--- src/dbg_map_pkg.sv ---
package dbg_map_pkg;

  // ------------------------------
  // debug memory map
  // ------------------------------

  // only the low address bits take part in decoding
  localparam int unsigned DBG_ADDR_BITS = 12;

  // hart status flag write addresses
  localparam logic [DBG_ADDR_BITS-1:0] HALTED_ADDR    = 12'h100;
  localparam logic [DBG_ADDR_BITS-1:0] GOING_ADDR     = 12'h108;
  localparam logic [DBG_ADDR_BITS-1:0] RESUMING_ADDR  = 12'h110;
  localparam logic [DBG_ADDR_BITS-1:0] EXCEPTION_ADDR = 12'h118;

  // jump slot and data window
  localparam logic [DBG_ADDR_BITS-1:0] WHERETO_ADDR   = 12'h300;
  localparam logic [DBG_ADDR_BITS-1:0] DATA_BASE_ADDR = 12'h380;

  // per-hart flag bytes
  localparam logic [DBG_ADDR_BITS-1:0] FLAGS_BASE_ADDR = 12'h400;
  localparam logic [DBG_ADDR_BITS-1:0] FLAGS_END_ADDR  = 12'h7FF;

  // resume entry inside the rom range
  localparam logic [DBG_ADDR_BITS-1:0] RESUME_ADDR = 12'h808;

  // jal immediate from the whereto slot to the resume entry
  localparam logic [20:0] RESUME_JUMP_OFS = 21'(RESUME_ADDR - WHERETO_ADDR);

  // program buffer sits right below the data words
  function automatic logic [DBG_ADDR_BITS-1:0] progbuf_base(input int unsigned pb_size);
    return DATA_BASE_ADDR - DBG_ADDR_BITS'(4 * pb_size);
  endfunction

  // jal immediate from the whereto slot to the program buffer
  function automatic logic [20:0] progbuf_jump_ofs(input int unsigned pb_size);
    return 21'(progbuf_base(pb_size) - WHERETO_ADDR);
  endfunction

  // region that a bus access falls into
  typedef enum logic [2:0] {
    REG_NONE,
    REG_DATA,
    REG_PROGBUF,
    REG_WHERETO,
    REG_FLAGS
  } dbg_region_e;

endpackage

--- src/dbg_bus_pkg.sv ---
package dbg_bus_pkg;
  import dbg_map_pkg::*;

  // ------------------------------
  // bus side request
  // ------------------------------

  typedef struct packed {
    logic        req;
    logic        we;
    logic [31:0] addr;
    logic [31:0] wdata;
    logic [3:0]  be;
  } bus_req_t;

  // one decoded access with its write strobes
  typedef struct packed {
    logic        rd;
    dbg_region_e region;
    logic [3:0]  index;
    logic        wr_halted;
    logic        wr_going;
    logic        wr_resuming;
    logic        wr_exception;
    logic        wr_data;
    logic [31:0] wdata;
    logic [3:0]  be;
  } dbg_access_t;

  // hart flags and command control
  typedef struct packed {
    logic halted;
    logic resuming;
    logic busy;
    logic go;
    logic resume;
  } hart_status_t;

  // ------------------------------
  // instruction words
  // ------------------------------

  localparam logic [6:0] OPC_JAL = 7'h6f;

  // J-type layout, immediate bits scattered as in the isa
  typedef struct packed {
    logic       imm20;
    logic [9:0] imm10_1;
    logic       imm11;
    logic [7:0] imm19_12;
    logic [4:0] rd;
    logic [6:0] opcode;
  } jal_t;

  typedef union packed {
    logic [31:0] raw;
    jal_t        jal;
  } instr_word_u;

endpackage

--- src/dbg_mem_top.sv ---
`timescale 1ns/10ps

module dbg_mem_top
  import dbg_bus_pkg::*;
#(
  parameter int unsigned PROG_BUF_SIZE = 8,
  parameter int unsigned DATA_COUNT    = 2
) (
  input  logic                           clk_i,
  input  logic                           rst_ni,
  // core side bus
  input  bus_req_t                       bus_req_i,
  output logic [31:0]                    rdata_o,
  // debugger side
  input  logic                           haltreq_i,
  input  logic                           resumereq_i,
  input  logic                           cmd_valid_i,
  input  logic                           clear_resumeack_i,
  input  logic                           ndmreset_i,
  input  logic                           data_load_i,
  input  logic [DATA_COUNT-1:0][31:0]    data_i,
  input  logic [PROG_BUF_SIZE-1:0][31:0] progbuf_i,
  output logic                           debug_req_o,
  output logic                           halted_o,
  output logic                           resuming_o,
  output logic                           cmdbusy_o,
  output logic                           cmd_exception_o,
  output logic [DATA_COUNT-1:0][31:0]    data_o,
  output logic                           data_valid_o
);

  dbg_access_t access;
  hart_status_t status;

  // halt request goes straight through to the core
  assign debug_req_o = haltreq_i;
  assign halted_o    = status.halted;
  assign resuming_o  = status.resuming;
  assign cmdbusy_o   = status.busy;

  // ------------------------------
  // decode, state, response
  // ------------------------------
  dbg_req_decode #(
    .PROG_BUF_SIZE(PROG_BUF_SIZE),
    .DATA_COUNT   (DATA_COUNT)
  ) u_decode (
    .bus_req_i(bus_req_i),
    .access_o (access)
  );

  dbg_state_regs #(
    .DATA_COUNT(DATA_COUNT)
  ) u_state (
    .clk_i            (clk_i),
    .rst_ni           (rst_ni),
    .access_i         (access),
    .resumereq_i      (resumereq_i),
    .cmd_valid_i      (cmd_valid_i),
    .clear_resumeack_i(clear_resumeack_i),
    .ndmreset_i       (ndmreset_i),
    .data_load_i      (data_load_i),
    .data_i           (data_i),
    .status_o         (status),
    .data_o           (data_o),
    .data_valid_o     (data_valid_o),
    .cmd_exception_o  (cmd_exception_o)
  );

  // read path sees the registered data words
  dbg_rsp_mux #(
    .PROG_BUF_SIZE(PROG_BUF_SIZE),
    .DATA_COUNT   (DATA_COUNT)
  ) u_rsp (
    .clk_i    (clk_i),
    .rst_ni   (rst_ni),
    .access_i (access),
    .status_i (status),
    .data_i   (data_o),
    .progbuf_i(progbuf_i),
    .rdata_o  (rdata_o)
  );

endmodule

--- src/dbg_req_decode.sv ---
`timescale 1ns/10ps

module dbg_req_decode
  import dbg_map_pkg::*;
  import dbg_bus_pkg::*;
#(
  parameter int unsigned PROG_BUF_SIZE = 8,
  parameter int unsigned DATA_COUNT    = 2
) (
  input  bus_req_t    bus_req_i,
  output dbg_access_t access_o
);

  localparam logic [DBG_ADDR_BITS-1:0] PB_BASE  = progbuf_base(PROG_BUF_SIZE);
  // last byte of the data window
  localparam logic [DBG_ADDR_BITS-1:0] DATA_END =
    DATA_BASE_ADDR + DBG_ADDR_BITS'(4 * DATA_COUNT - 1);

  logic [DBG_ADDR_BITS-1:0] addr;
  logic [DBG_ADDR_BITS-1:0] ofs;
  dbg_region_e              region;
  logic                     is_wr;

  assign addr  = bus_req_i.addr[DBG_ADDR_BITS-1:0];
  assign is_wr = bus_req_i.req & bus_req_i.we;

  // ------------------------------
  // region and offset
  // ------------------------------
  always_comb begin
    region = REG_NONE;
    ofs    = '0;
    if (addr >= DATA_BASE_ADDR && addr <= DATA_END) begin
      region = REG_DATA;
      ofs    = addr - DATA_BASE_ADDR;
    end else if (addr >= PB_BASE && addr < DATA_BASE_ADDR) begin
      region = REG_PROGBUF;
      ofs    = addr - PB_BASE;
    end else if (addr == WHERETO_ADDR) begin
      region = REG_WHERETO;
    end else if (addr >= FLAGS_BASE_ADDR && addr <= FLAGS_END_ADDR) begin
      region = REG_FLAGS;
      ofs    = addr - FLAGS_BASE_ADDR;
    end
  end

  // ------------------------------
  // access word
  // ------------------------------
  always_comb begin
    access_o.rd     = bus_req_i.req & ~bus_req_i.we;
    access_o.region = region;
    // far flag bytes saturate so they never alias word 0
    access_o.index  = (ofs[DBG_ADDR_BITS-1:6] == '0) ? ofs[5:2] : '1;
    // at most one of these fires per write
    access_o.wr_halted    = is_wr && (addr == HALTED_ADDR);
    access_o.wr_going     = is_wr && (addr == GOING_ADDR);
    access_o.wr_resuming  = is_wr && (addr == RESUMING_ADDR);
    access_o.wr_exception = is_wr && (addr == EXCEPTION_ADDR);
    access_o.wr_data      = is_wr && (region == REG_DATA);
    access_o.wdata        = bus_req_i.wdata;
    access_o.be           = bus_req_i.be;
  end

endmodule

--- src/dbg_rsp_mux.sv ---
`timescale 1ns/10ps

module dbg_rsp_mux
  import dbg_map_pkg::*;
  import dbg_bus_pkg::*;
#(
  parameter int unsigned PROG_BUF_SIZE = 8,
  parameter int unsigned DATA_COUNT    = 2
) (
  input  logic                           clk_i,
  input  logic                           rst_ni,
  input  dbg_access_t                    access_i,
  input  hart_status_t                   status_i,
  input  logic [DATA_COUNT-1:0][31:0]    data_i,
  input  logic [PROG_BUF_SIZE-1:0][31:0] progbuf_i,
  output logic [31:0]                    rdata_o
);

  localparam logic [20:0] PB_JUMP_OFS = progbuf_jump_ofs(PROG_BUF_SIZE);

  instr_word_u jump;
  logic [20:0] jump_ofs;
  logic        jump_en;
  logic [31:0] rdata_d;

  // ------------------------------
  // whereto jump
  // ------------------------------
  always_comb begin
    jump_en  = 1'b1;
    jump_ofs = '0;
    // a pending command beats a pending resume
    if (status_i.busy) begin
      jump_ofs = PB_JUMP_OFS;
    end else if (status_i.resume) begin
      jump_ofs = RESUME_JUMP_OFS;
    end else begin
      jump_en = 1'b0;
    end
    // jal x0 with the scattered immediate
    jump.jal.imm20    = jump_ofs[20];
    jump.jal.imm10_1  = jump_ofs[10:1];
    jump.jal.imm11    = jump_ofs[11];
    jump.jal.imm19_12 = jump_ofs[19:12];
    jump.jal.rd       = 5'd0;
    jump.jal.opcode   = OPC_JAL;
  end

  // ------------------------------
  // read word select
  // ------------------------------
  always_comb begin
    rdata_d = '0;
    unique case (access_i.region)
      REG_DATA: begin
        for (int i = 0; i < DATA_COUNT; i++) begin
          if (access_i.index == 4'(i)) rdata_d = data_i[i];
        end
      end
      REG_PROGBUF: begin
        for (int i = 0; i < PROG_BUF_SIZE; i++) begin
          if (access_i.index == 4'(i)) rdata_d = progbuf_i[i];
        end
      end
      REG_WHERETO: if (jump_en) rdata_d = jump.raw;
      // only hart 0 owns a flag byte
      REG_FLAGS: if (access_i.index == '0) rdata_d[1:0] = {status_i.resume, status_i.go};
      default: rdata_d = '0;
    endcase
  end

  always_ff @(posedge clk_i or negedge rst_ni) begin
    if (!rst_ni) begin
      rdata_o <= '0;
    end else if (access_i.rd) begin
      rdata_o <= rdata_d;
    end
  end

endmodule

--- src/dbg_state_regs.sv ---
`timescale 1ns/10ps

module dbg_state_regs
  import dbg_bus_pkg::*;
#(
  parameter int unsigned DATA_COUNT = 2
) (
  input  logic                        clk_i,
  input  logic                        rst_ni,
  input  dbg_access_t                 access_i,
  input  logic                        resumereq_i,
  input  logic                        cmd_valid_i,
  input  logic                        clear_resumeack_i,
  input  logic                        ndmreset_i,
  input  logic                        data_load_i,
  input  logic [DATA_COUNT-1:0][31:0] data_i,
  output hart_status_t                status_o,
  output logic [DATA_COUNT-1:0][31:0] data_o,
  output logic                        data_valid_o,
  output logic                        cmd_exception_o
);

  hart_status_t                status_d, status_q;
  logic [DATA_COUNT-1:0][31:0] data_d, data_q;
  logic                        idle_halted;

  // commands and resume only accepted from a parked hart
  assign idle_halted = status_q.halted & ~status_q.busy;

  // ------------------------------
  // hart flags and command control
  // ------------------------------
  always_comb begin
    status_d = status_q;
    // debugger requests first so core writes below take priority
    if (cmd_valid_i && idle_halted) begin
      status_d.busy = 1'b1;
      status_d.go   = 1'b1;
    end
    if (resumereq_i && idle_halted) begin
      status_d.resume = 1'b1;
    end
    if (access_i.wr_halted) begin
      status_d.halted = 1'b1;
      // core is back in the park loop after running the program buffer
      if (status_q.busy && !status_q.go) begin
        status_d.busy = 1'b0;
      end
    end
    // core picked up the go flag
    if (access_i.wr_going) begin
      status_d.go = 1'b0;
    end
    if (access_i.wr_resuming) begin
      status_d.halted   = 1'b0;
      status_d.resume   = 1'b0;
      status_d.resuming = 1'b1;
    end
    // exception aborts the running command
    if (access_i.wr_exception) begin
      status_d.busy = 1'b0;
      status_d.go   = 1'b0;
    end
    if (clear_resumeack_i) begin
      status_d.resuming = 1'b0;
    end
    if (ndmreset_i) begin
      status_d.halted   = 1'b0;
      status_d.resuming = 1'b0;
      status_d.resume   = 1'b0;
    end
  end

  // ------------------------------
  // data words
  // ------------------------------
  always_comb begin
    data_d = data_q;
    if (data_load_i) begin
      data_d = data_i;
    end
    // core byte writes land on top of a same-cycle load
    for (int i = 0; i < DATA_COUNT; i++) begin
      for (int b = 0; b < 4; b++) begin
        if (access_i.wr_data && access_i.index == 4'(i) && access_i.be[b]) begin
          data_d[i][b*8 +: 8] = access_i.wdata[b*8 +: 8];
        end
      end
    end
  end

  always_ff @(posedge clk_i or negedge rst_ni) begin
    if (!rst_ni) begin
      status_q        <= '0;
      data_q          <= '0;
      data_valid_o    <= 1'b0;
      cmd_exception_o <= 1'b0;
    end else begin
      status_q        <= status_d;
      data_q          <= data_d;
      // single-cycle pulses trailing the core write
      data_valid_o    <= access_i.wr_data;
      cmd_exception_o <= access_i.wr_exception;
    end
  end

  assign status_o = status_q;
  assign data_o   = data_q;

endmodule

--- config.mk ---
export PLATFORM = sky130hd
export DESIGN_NAME = dbg_mem_top
export DESIGN_NICKNAME = d
export VERILOG_FILES = /design/src/dbg_map_pkg.sv /design/src/dbg_bus_pkg.sv /design/src/dbg_mem_top.sv /design/src/dbg_req_decode.sv /design/src/dbg_rsp_mux.sv /design/src/dbg_state_regs.sv
export SDC_FILE = /design/constraint.sdc
export NUM_CORES = 1
export LEC_CHECK = 0
export BUFFER_PORTS_ARGS = -buffer_cell sky130_fd_sc_hd__buf_2
export CORE_AREA = 2 2 192 194
export DETAILED_ROUTE_END_ITERATION = 16
export DIE_AREA = 0 0 194 196
export PLACE_DENSITY = 0.54
export SLEW_MARGIN = 20
export SYNTH_ARGS = -nofsm -noshare
export SYNTH_HDL_FRONTEND = slang
export SYNTH_SLANG_ARGS = --single-unit
export TNS_END_PERCENT = 30
--- constraint.sdc ---
create_clock -name clk_i -period 1.2 [get_ports clk_i]
set_input_delay 0.06 -clock clk_i [delete_from_list [all_inputs] [get_ports clk_i]]
set_output_delay 0.06 -clock clk_i [all_outputs]
set_load 0.02 [all_outputs]
* After elaboration in Yosys (flattened, before gate mapping)
Cells that the tools add are included.
Word-level totals: output and inout bits 102, bits in registers 103, input bits 398, word-level logic and storage cells 130
Operators by class: bitwise logic cells 5, add/sub/neg operators 3, mux-type cells 48, equality and inequality tests 16, $lt $le $gt $ge 6, reductions and logical operators 36
Operators with widths (count):
- 32-bit two-way mux | 11
- 30-bit one-hot mux with 3 select lines | 1
- 64-bit two-way mux | 1
- 8-bit two-way mux | 8
- 12-bit by 9-bit == test with 1-bit output (second input constant) | 4
- 12-bit two-way mux | 4
- 12-bit by 10-bit greater-or-equal comparator with 1-bit output (second input constant) | 2
- 12-bit by 10-bit subtractor with 12-bit output (second input constant) | 2
- 1-bit logical AND | 21
- 21-bit two-way mux | 1
- 4-bit by 3-bit == test with 1-bit output (second input constant) | 4
- 2-bit nonzero test | 8
- 12-bit by 10-bit == test with 1-bit output (second input constant) | 1
- 12-bit by 11-bit greater-or-equal comparator with 1-bit output (second input constant) | 1
- 12-bit by 10-bit <= comparator with 1-bit output (second input constant) | 1
- 12-bit by 11-bit <= comparator with 1-bit output (second input constant) | 1
- 12-bit by 10-bit < comparator with 1-bit output (second input constant) | 1
- 3-bit two-way mux | 4
- 3-bit nonzero test | 4
- 12-bit by 11-bit subtractor with 12-bit output (second input constant) | 1
- 11-bit two-way mux | 1
- 1-bit two-way mux | 10
- 2-bit two-way mux | 5
- 4-bit by 2-bit == test with 1-bit output (second input constant) | 2
- other kinds (11) | 15

* Depth between registers and ports, before layout
depth in word-level cells 18, gate-level depth with buffers 14, depth with buffers taken out 10

* Cells and area by module
A second synthesis with hierarchy kept.
Unflattened totals: cell total of the unflattened synthesis 900, area, all modules 8623.3 um^2
By module, submodules not included:
- dbg_rsp_mux | instances 1, area an instance 4196.5 um^2, cells an instance 532, seq. area each 800.8 um^2
- dbg_state_regs | instances 1, area an instance 3494.6 um^2, cells an instance 233, seq. area each 1776.7 um^2
- dbg_req_decode | instances 1, area an instance 924.6 um^2, cells an instance 134, seq. area each 0.0 um^2
- dbg_mem_top | instances 1, area an instance 7.5 um^2, cells an instance 1, seq. area each 0.0 um^2

* Least setup slack after synthesis
No wires, ideal clock.
path type input port to flip-flop, start input port bus_req_i[46] (netlist name), end register u_rsp.rdata_o[18], stages 13, data arrival time 2.823 ns, setup slack -1.699 ns, path through clkbuf_1 inv_1 ha_1 a31oi_1 nor4_2 o41ai_1 a21bo_2 a2111oi_1 buf_2 buf_1 a32oi_1 and3_1 o21ai_1
Between the ends: word-level cells in the longest chain between the ends 18, elaborated cells on any way between the ends 45, classes of those cells add/sub (3); order compare (6); eq/ne (11); mux (20); reduce/logical (5)
Ends and longest elaborated chain:
- start, declared | line dbg_mem_top.sv:12 | input bus_req_t bus_req_i,
- 12-bit by 11-bit greater-or-equal comparator with 1-bit output / 12-bit by 11-bit <= comparator with 1-bit output (equally long branches) | line dbg_req_decode.sv:41 | end else if (addr >= FLAGS_BASE_ADDR && addr <= FLAGS_END_ADDR) begin
- 1-bit logical AND | line dbg_req_decode.sv:41
- 12-bit two-way mux | line dbg_req_decode.sv:41
- 12-bit two-way mux | line dbg_req_decode.sv:39 | end else if (addr == WHERETO_ADDR) begin
- 12-bit two-way mux | line dbg_req_decode.sv:36 | end else if (addr >= PB_BASE && addr < DATA_BASE_ADDR) begin
- 12-bit two-way mux | line dbg_req_decode.sv:33 | if (addr >= DATA_BASE_ADDR && addr <= DATA_END) begin
- 6-bit zero test | line dbg_req_decode.sv:54 | access_o.index = (ofs[DBG_ADDR_BITS-1:6] == '0) ? ofs[5:2] : '1;
- 4-bit two-way mux | line dbg_req_decode.sv:54
- 4-bit zero test | line dbg_rsp_mux.sv:57, dbg_rsp_mux.sv:62
- 32-bit two-way mux (8 in series) | line dbg_rsp_mux.sv:62 | if (access_i.index == 4'(i)) rdata_d = progbuf_i[i];
- 30-bit one-hot mux with 3 select lines * | line dbg_rsp_mux.sv:54 | unique case (access_i.region)
- end signal, assigned | line dbg_rsp_mux.sv:76 | rdata_o <= rdata_d;
- end, declared | line dbg_rsp_mux.sv:16 | output logic [31:0] rdata_o
Mark *: on every way between the ends. The rest lies on a longest branch, timed or not. A chain may end at the register's enable or synchronous reset.

* Worst setup path after layout
start input port bus_req_i[37] (netlist name), end register u_rsp.rdata_o[14]
Same word-level chain as after synthesis.

==> results by group <==
Timing
  • Finish-stage setup viols: 100
  • Final Hold Fails: 1
  • Tightest slew margin relative to the limit: 0.5360
  • Hold WS: -1.616 ps
  • Post-Route Skew: between 10 and 15 ps
  • Peak Freq: between 0.3 and 0.4 GHz
  • Min Tclk post-route: 2626 ps
  • Fin crit share: 2.188
  • Setup WS post-layout: -1426 ps
  • Max-slew violations: 0
  • RSZ-0062 raised after global routing: true
  • Worst-margin pin slew: 689.8 ps

Route
  • Vias/cell: 5.215
  • DRC viols: 0
  • Antenna Nets Post-Route: 0
  • Vias after detailed routing: between 10000 and 15000
  • Drt wl/cell: around 25 um
  • Drt total wl: 53.43 mm
  • First DRT Iteration DRCs: about 600
  • DRT Pass-1 Iters: 5

Power
  • Pwr Density: about 740 mW/mm2
  • Flop pwr share: 0.358
  • Leak: around 0.0069 uW
  • Post-layout power: about 11000 uW
  • VDD IR max: 0.0008226 V
  • P_int: between 7000 and 8000 uW
  • Sw frac: 0.3684
  • Switch Pwr: just over 4000 uW
  • Comb pwr share: 0.352
  • Clock network fraction of total power: 0.290

Final layout
  • Layout cells sized above 1: 0.5695
  • Final instance area: ~0.015 mm2
  • Syn-to-layout area delta: 93.54%
  • Final Core Density: 0.4219
  • Post-Layout Cell Count: 2119
  • Final #Nets: ~2000

Yosys
  • Synthesized area: ~0.0079 mm2
  • Post-synth top flop: dfrtp_1
  • Warnings from Yosys: 0
  • Synth top area cells: dfrtp_1 33%, mux2i_1 9.4%, a21oi_1 5.0%, nand2_1 4.5%, nor2_1 4.0%
  • EDFF count, synth: 0
  • Post-Syn Instances: 917
  • Synth top area share: 0.3277
  • FFs w/ async S/R, synth: 1.000
  • Net Count, Synth: ~1300
  • Synthesized area per cell: 8.578 um2
  • Top-count cell post-synth: dfrtp_1
  • Sequential area share after synthesis: 0.3277
  • Synth area leader: dfrtp_1
  • #FFs+latches synth: a little over 100
  • Synth cell types: 77
  • Post-synth top cells: 103 x dfrtp_1, 94 x nand2_1, 83 x nor2_1

Worst setup path
  • CP bufs+invs: 7
  • Crit-path slowest cell: or4_4
  • CP max stage delay: roughly 560 ps
  • Delay-heaviest family, CP: simple AND/OR/NAND/NOR gates
  • Setup crit end kind: flip-flop
  • CP Cell Sequence: buf_6, or4_4, or3_4, a21oi_4, buf_6, buf_6, o32a_4, a2111oi_4, buf_6, buf_8, buf_6, buf_16, a32oi_4, and3_4, o21ai_2
  • Most used cell, CP: buf_6
  • Startpoint Class: input pin
  • Critical path data arrival time: approximately 2900 ps
  • CP required: between 1000 and 1500 ps
  • Critical path class: in -> reg
  • Worst Path Max Fanout: 4
  • R2r setup slk: -390 ps

Min path
  • Worst hold path type: in -> reg

GRT
  • Vias in the first global route: around 11000
  • First-pass GRT wire length: roughly 73 mm
  • Largest net degree at the start of global routing: 27
  • Initial antenna violation count: 10
  • Overflow after GRT: 0
  • GRT Util Overall: 0.2618

Clock tree
  • Reg clk slew, reported paths: around 90 ps
  • Htree depth: 3
  • CTS tree: yes
  • Clk root buf: clkbuf_16
  • Clk_lat worst skew: roughly 370 ps
  • Clk sinks: just over 100
  • CTS max path bufs: 2
  • Total CTS buffers: 9

Floorplanning
  • I/O pin count: 500
  • Vert. Die Dim: about 200 um
  • Core area: around 0.036 mm2
  • Die Area: approximately 0.038 mm2
  • Die X: between 150 and 200 um
  • Initial Utilization: 0.2180
  • Rows: 70

Placement
  • DP Wirelength: 41.81 mm
  • Setup WS pre-CTS: -2100 ps
  • Placement Cell Area: 0.01257 mm2
  • Input/output buffers: around 480
  • Dpl cells: roughly 2000
  • GPL Wtd Cong: ~0.97

Status
  • Failing checks: negative hold slack, negative setup slack
  • Status: finished, violations left

Run
  • Max_cap viols: 0
==> worst register-to-register path, cell delays in order (launching register included) <==
cell and delay, ps:
dfrtp_1 390, nor2_1 140, nor3_1 70, nand2b_1 250
a221oi_1 320, buf_4 220, o32ai_1 70
==> state kept, by name, summed over array words and instances, names as in the netlist <==
| register | cells |
|---|---|
| u_state.data_o | 64 |
| u_state.cmd_exception_o | 1 |
| u_rsp.rdata_o | 32 |
| u_state.data_valid_o | 1 |
| u_state.status_o | 5 |
==> cell usage in the layout (no fill, tap or decap), drive strengths merged, types with 13 or more instances in the layout <==
cell type,count
a32oi,35
nor2,85
nor3,13
mux2i,74
dlygate4sd3,65
nand3,50
a21oi,79
a22oi,33
o21ai,36
a31oi,14
and3,47
dfrtp,103
nand2,94
o221ai,21
buf,721
a221oi,28
==> kinds of logic after synthesis <==
kind of cell,synth area share
flip-flops,0.3277
XOR/XNOR,0.002227
adder cells (fa/ha/maj),0.01273
buffers and inverters,0.05058
multiplexers,0.1042
AO/OA/AOI/OAI,0.2795
AND/OR/NAND/NOR,0.2232
==> cell type report <==
type	instances	area [um2]
Antenna cell	4	10.01
Clock buffer	9	225.2
Clock inverter	7	86.33
Fill cell	3607	20860
Inverter	9	41.29
Multi-Input combinational cell	730	6081
Sequential cell	103	2586
Tap cell	468	585.6
Timing Repair Buffer	789	5609
==> power groups by stage <==
stage | clock network (uW) | registers (uW) | logic [uW]
final | 3260 | 4020 | 3950
after global routing | 3450 | 4050 | 4180
after CTS | 3300 | 4010 | 3740
after detailed placement | 0 | 4050 | 3320
after global placement | 0 | 4060 | 3320
after floorplan | 0 | 4240 | 1090
==> routing by layer <==
layer | track usage | wire, um | part of all wire | up-vias
met5 | 0 | 52 | 0.00097 | -
met4 | 0.08193 | 1511 | 0.028 | 10
met3 | 0.05037 | 3473 | 0.065 | 87
met2 | 0.4426 | 25770 | 0.48 | 495
met1 | 0.3369 | 22620 | 0.42 | 5434
li1 | - | - | - | 5025
==> path summary, 6_finish.rpt <==
check,startpoint,to,cells after the start
hold / removal,progbuf_i[175],u_rsp.rdata_o[15],3
max in group asynchronous,rst_ni,u_rsp.rdata_o[13],3
setup / recovery,bus_req_i[37],u_rsp.rdata_o[14],15
min in group asynchronous,rst_ni,u_state.data_o[2],2
hold reg to reg,u_rsp.rdata_o[16],u_rsp.rdata_o[16],2
setup reg to reg,u_state.status_o[0],u_rsp.rdata_o[3],6
==> through the flow <==
stage          setup TNS, ps  hold slack (ps)
4_1_cts              -127320            1.015
3_3_place_gp         -172110            35.86
3_5_place_dp         -176580            39.72
5_1_grt              -133840            7.226
2_1_floorplan        -117710           -235.6
6_report             -125650           -1.616
==> timing repair <==
action                     CTS  global route
buffers inserted            24            20
gates cloned                 4             4
resized for setup          133           115
pin swaps                   45            52
hold endpoints to repair   132             0
setup endpoints to repair  105           108
hold buffers                65             0
(Power assumes the default switching activity.)
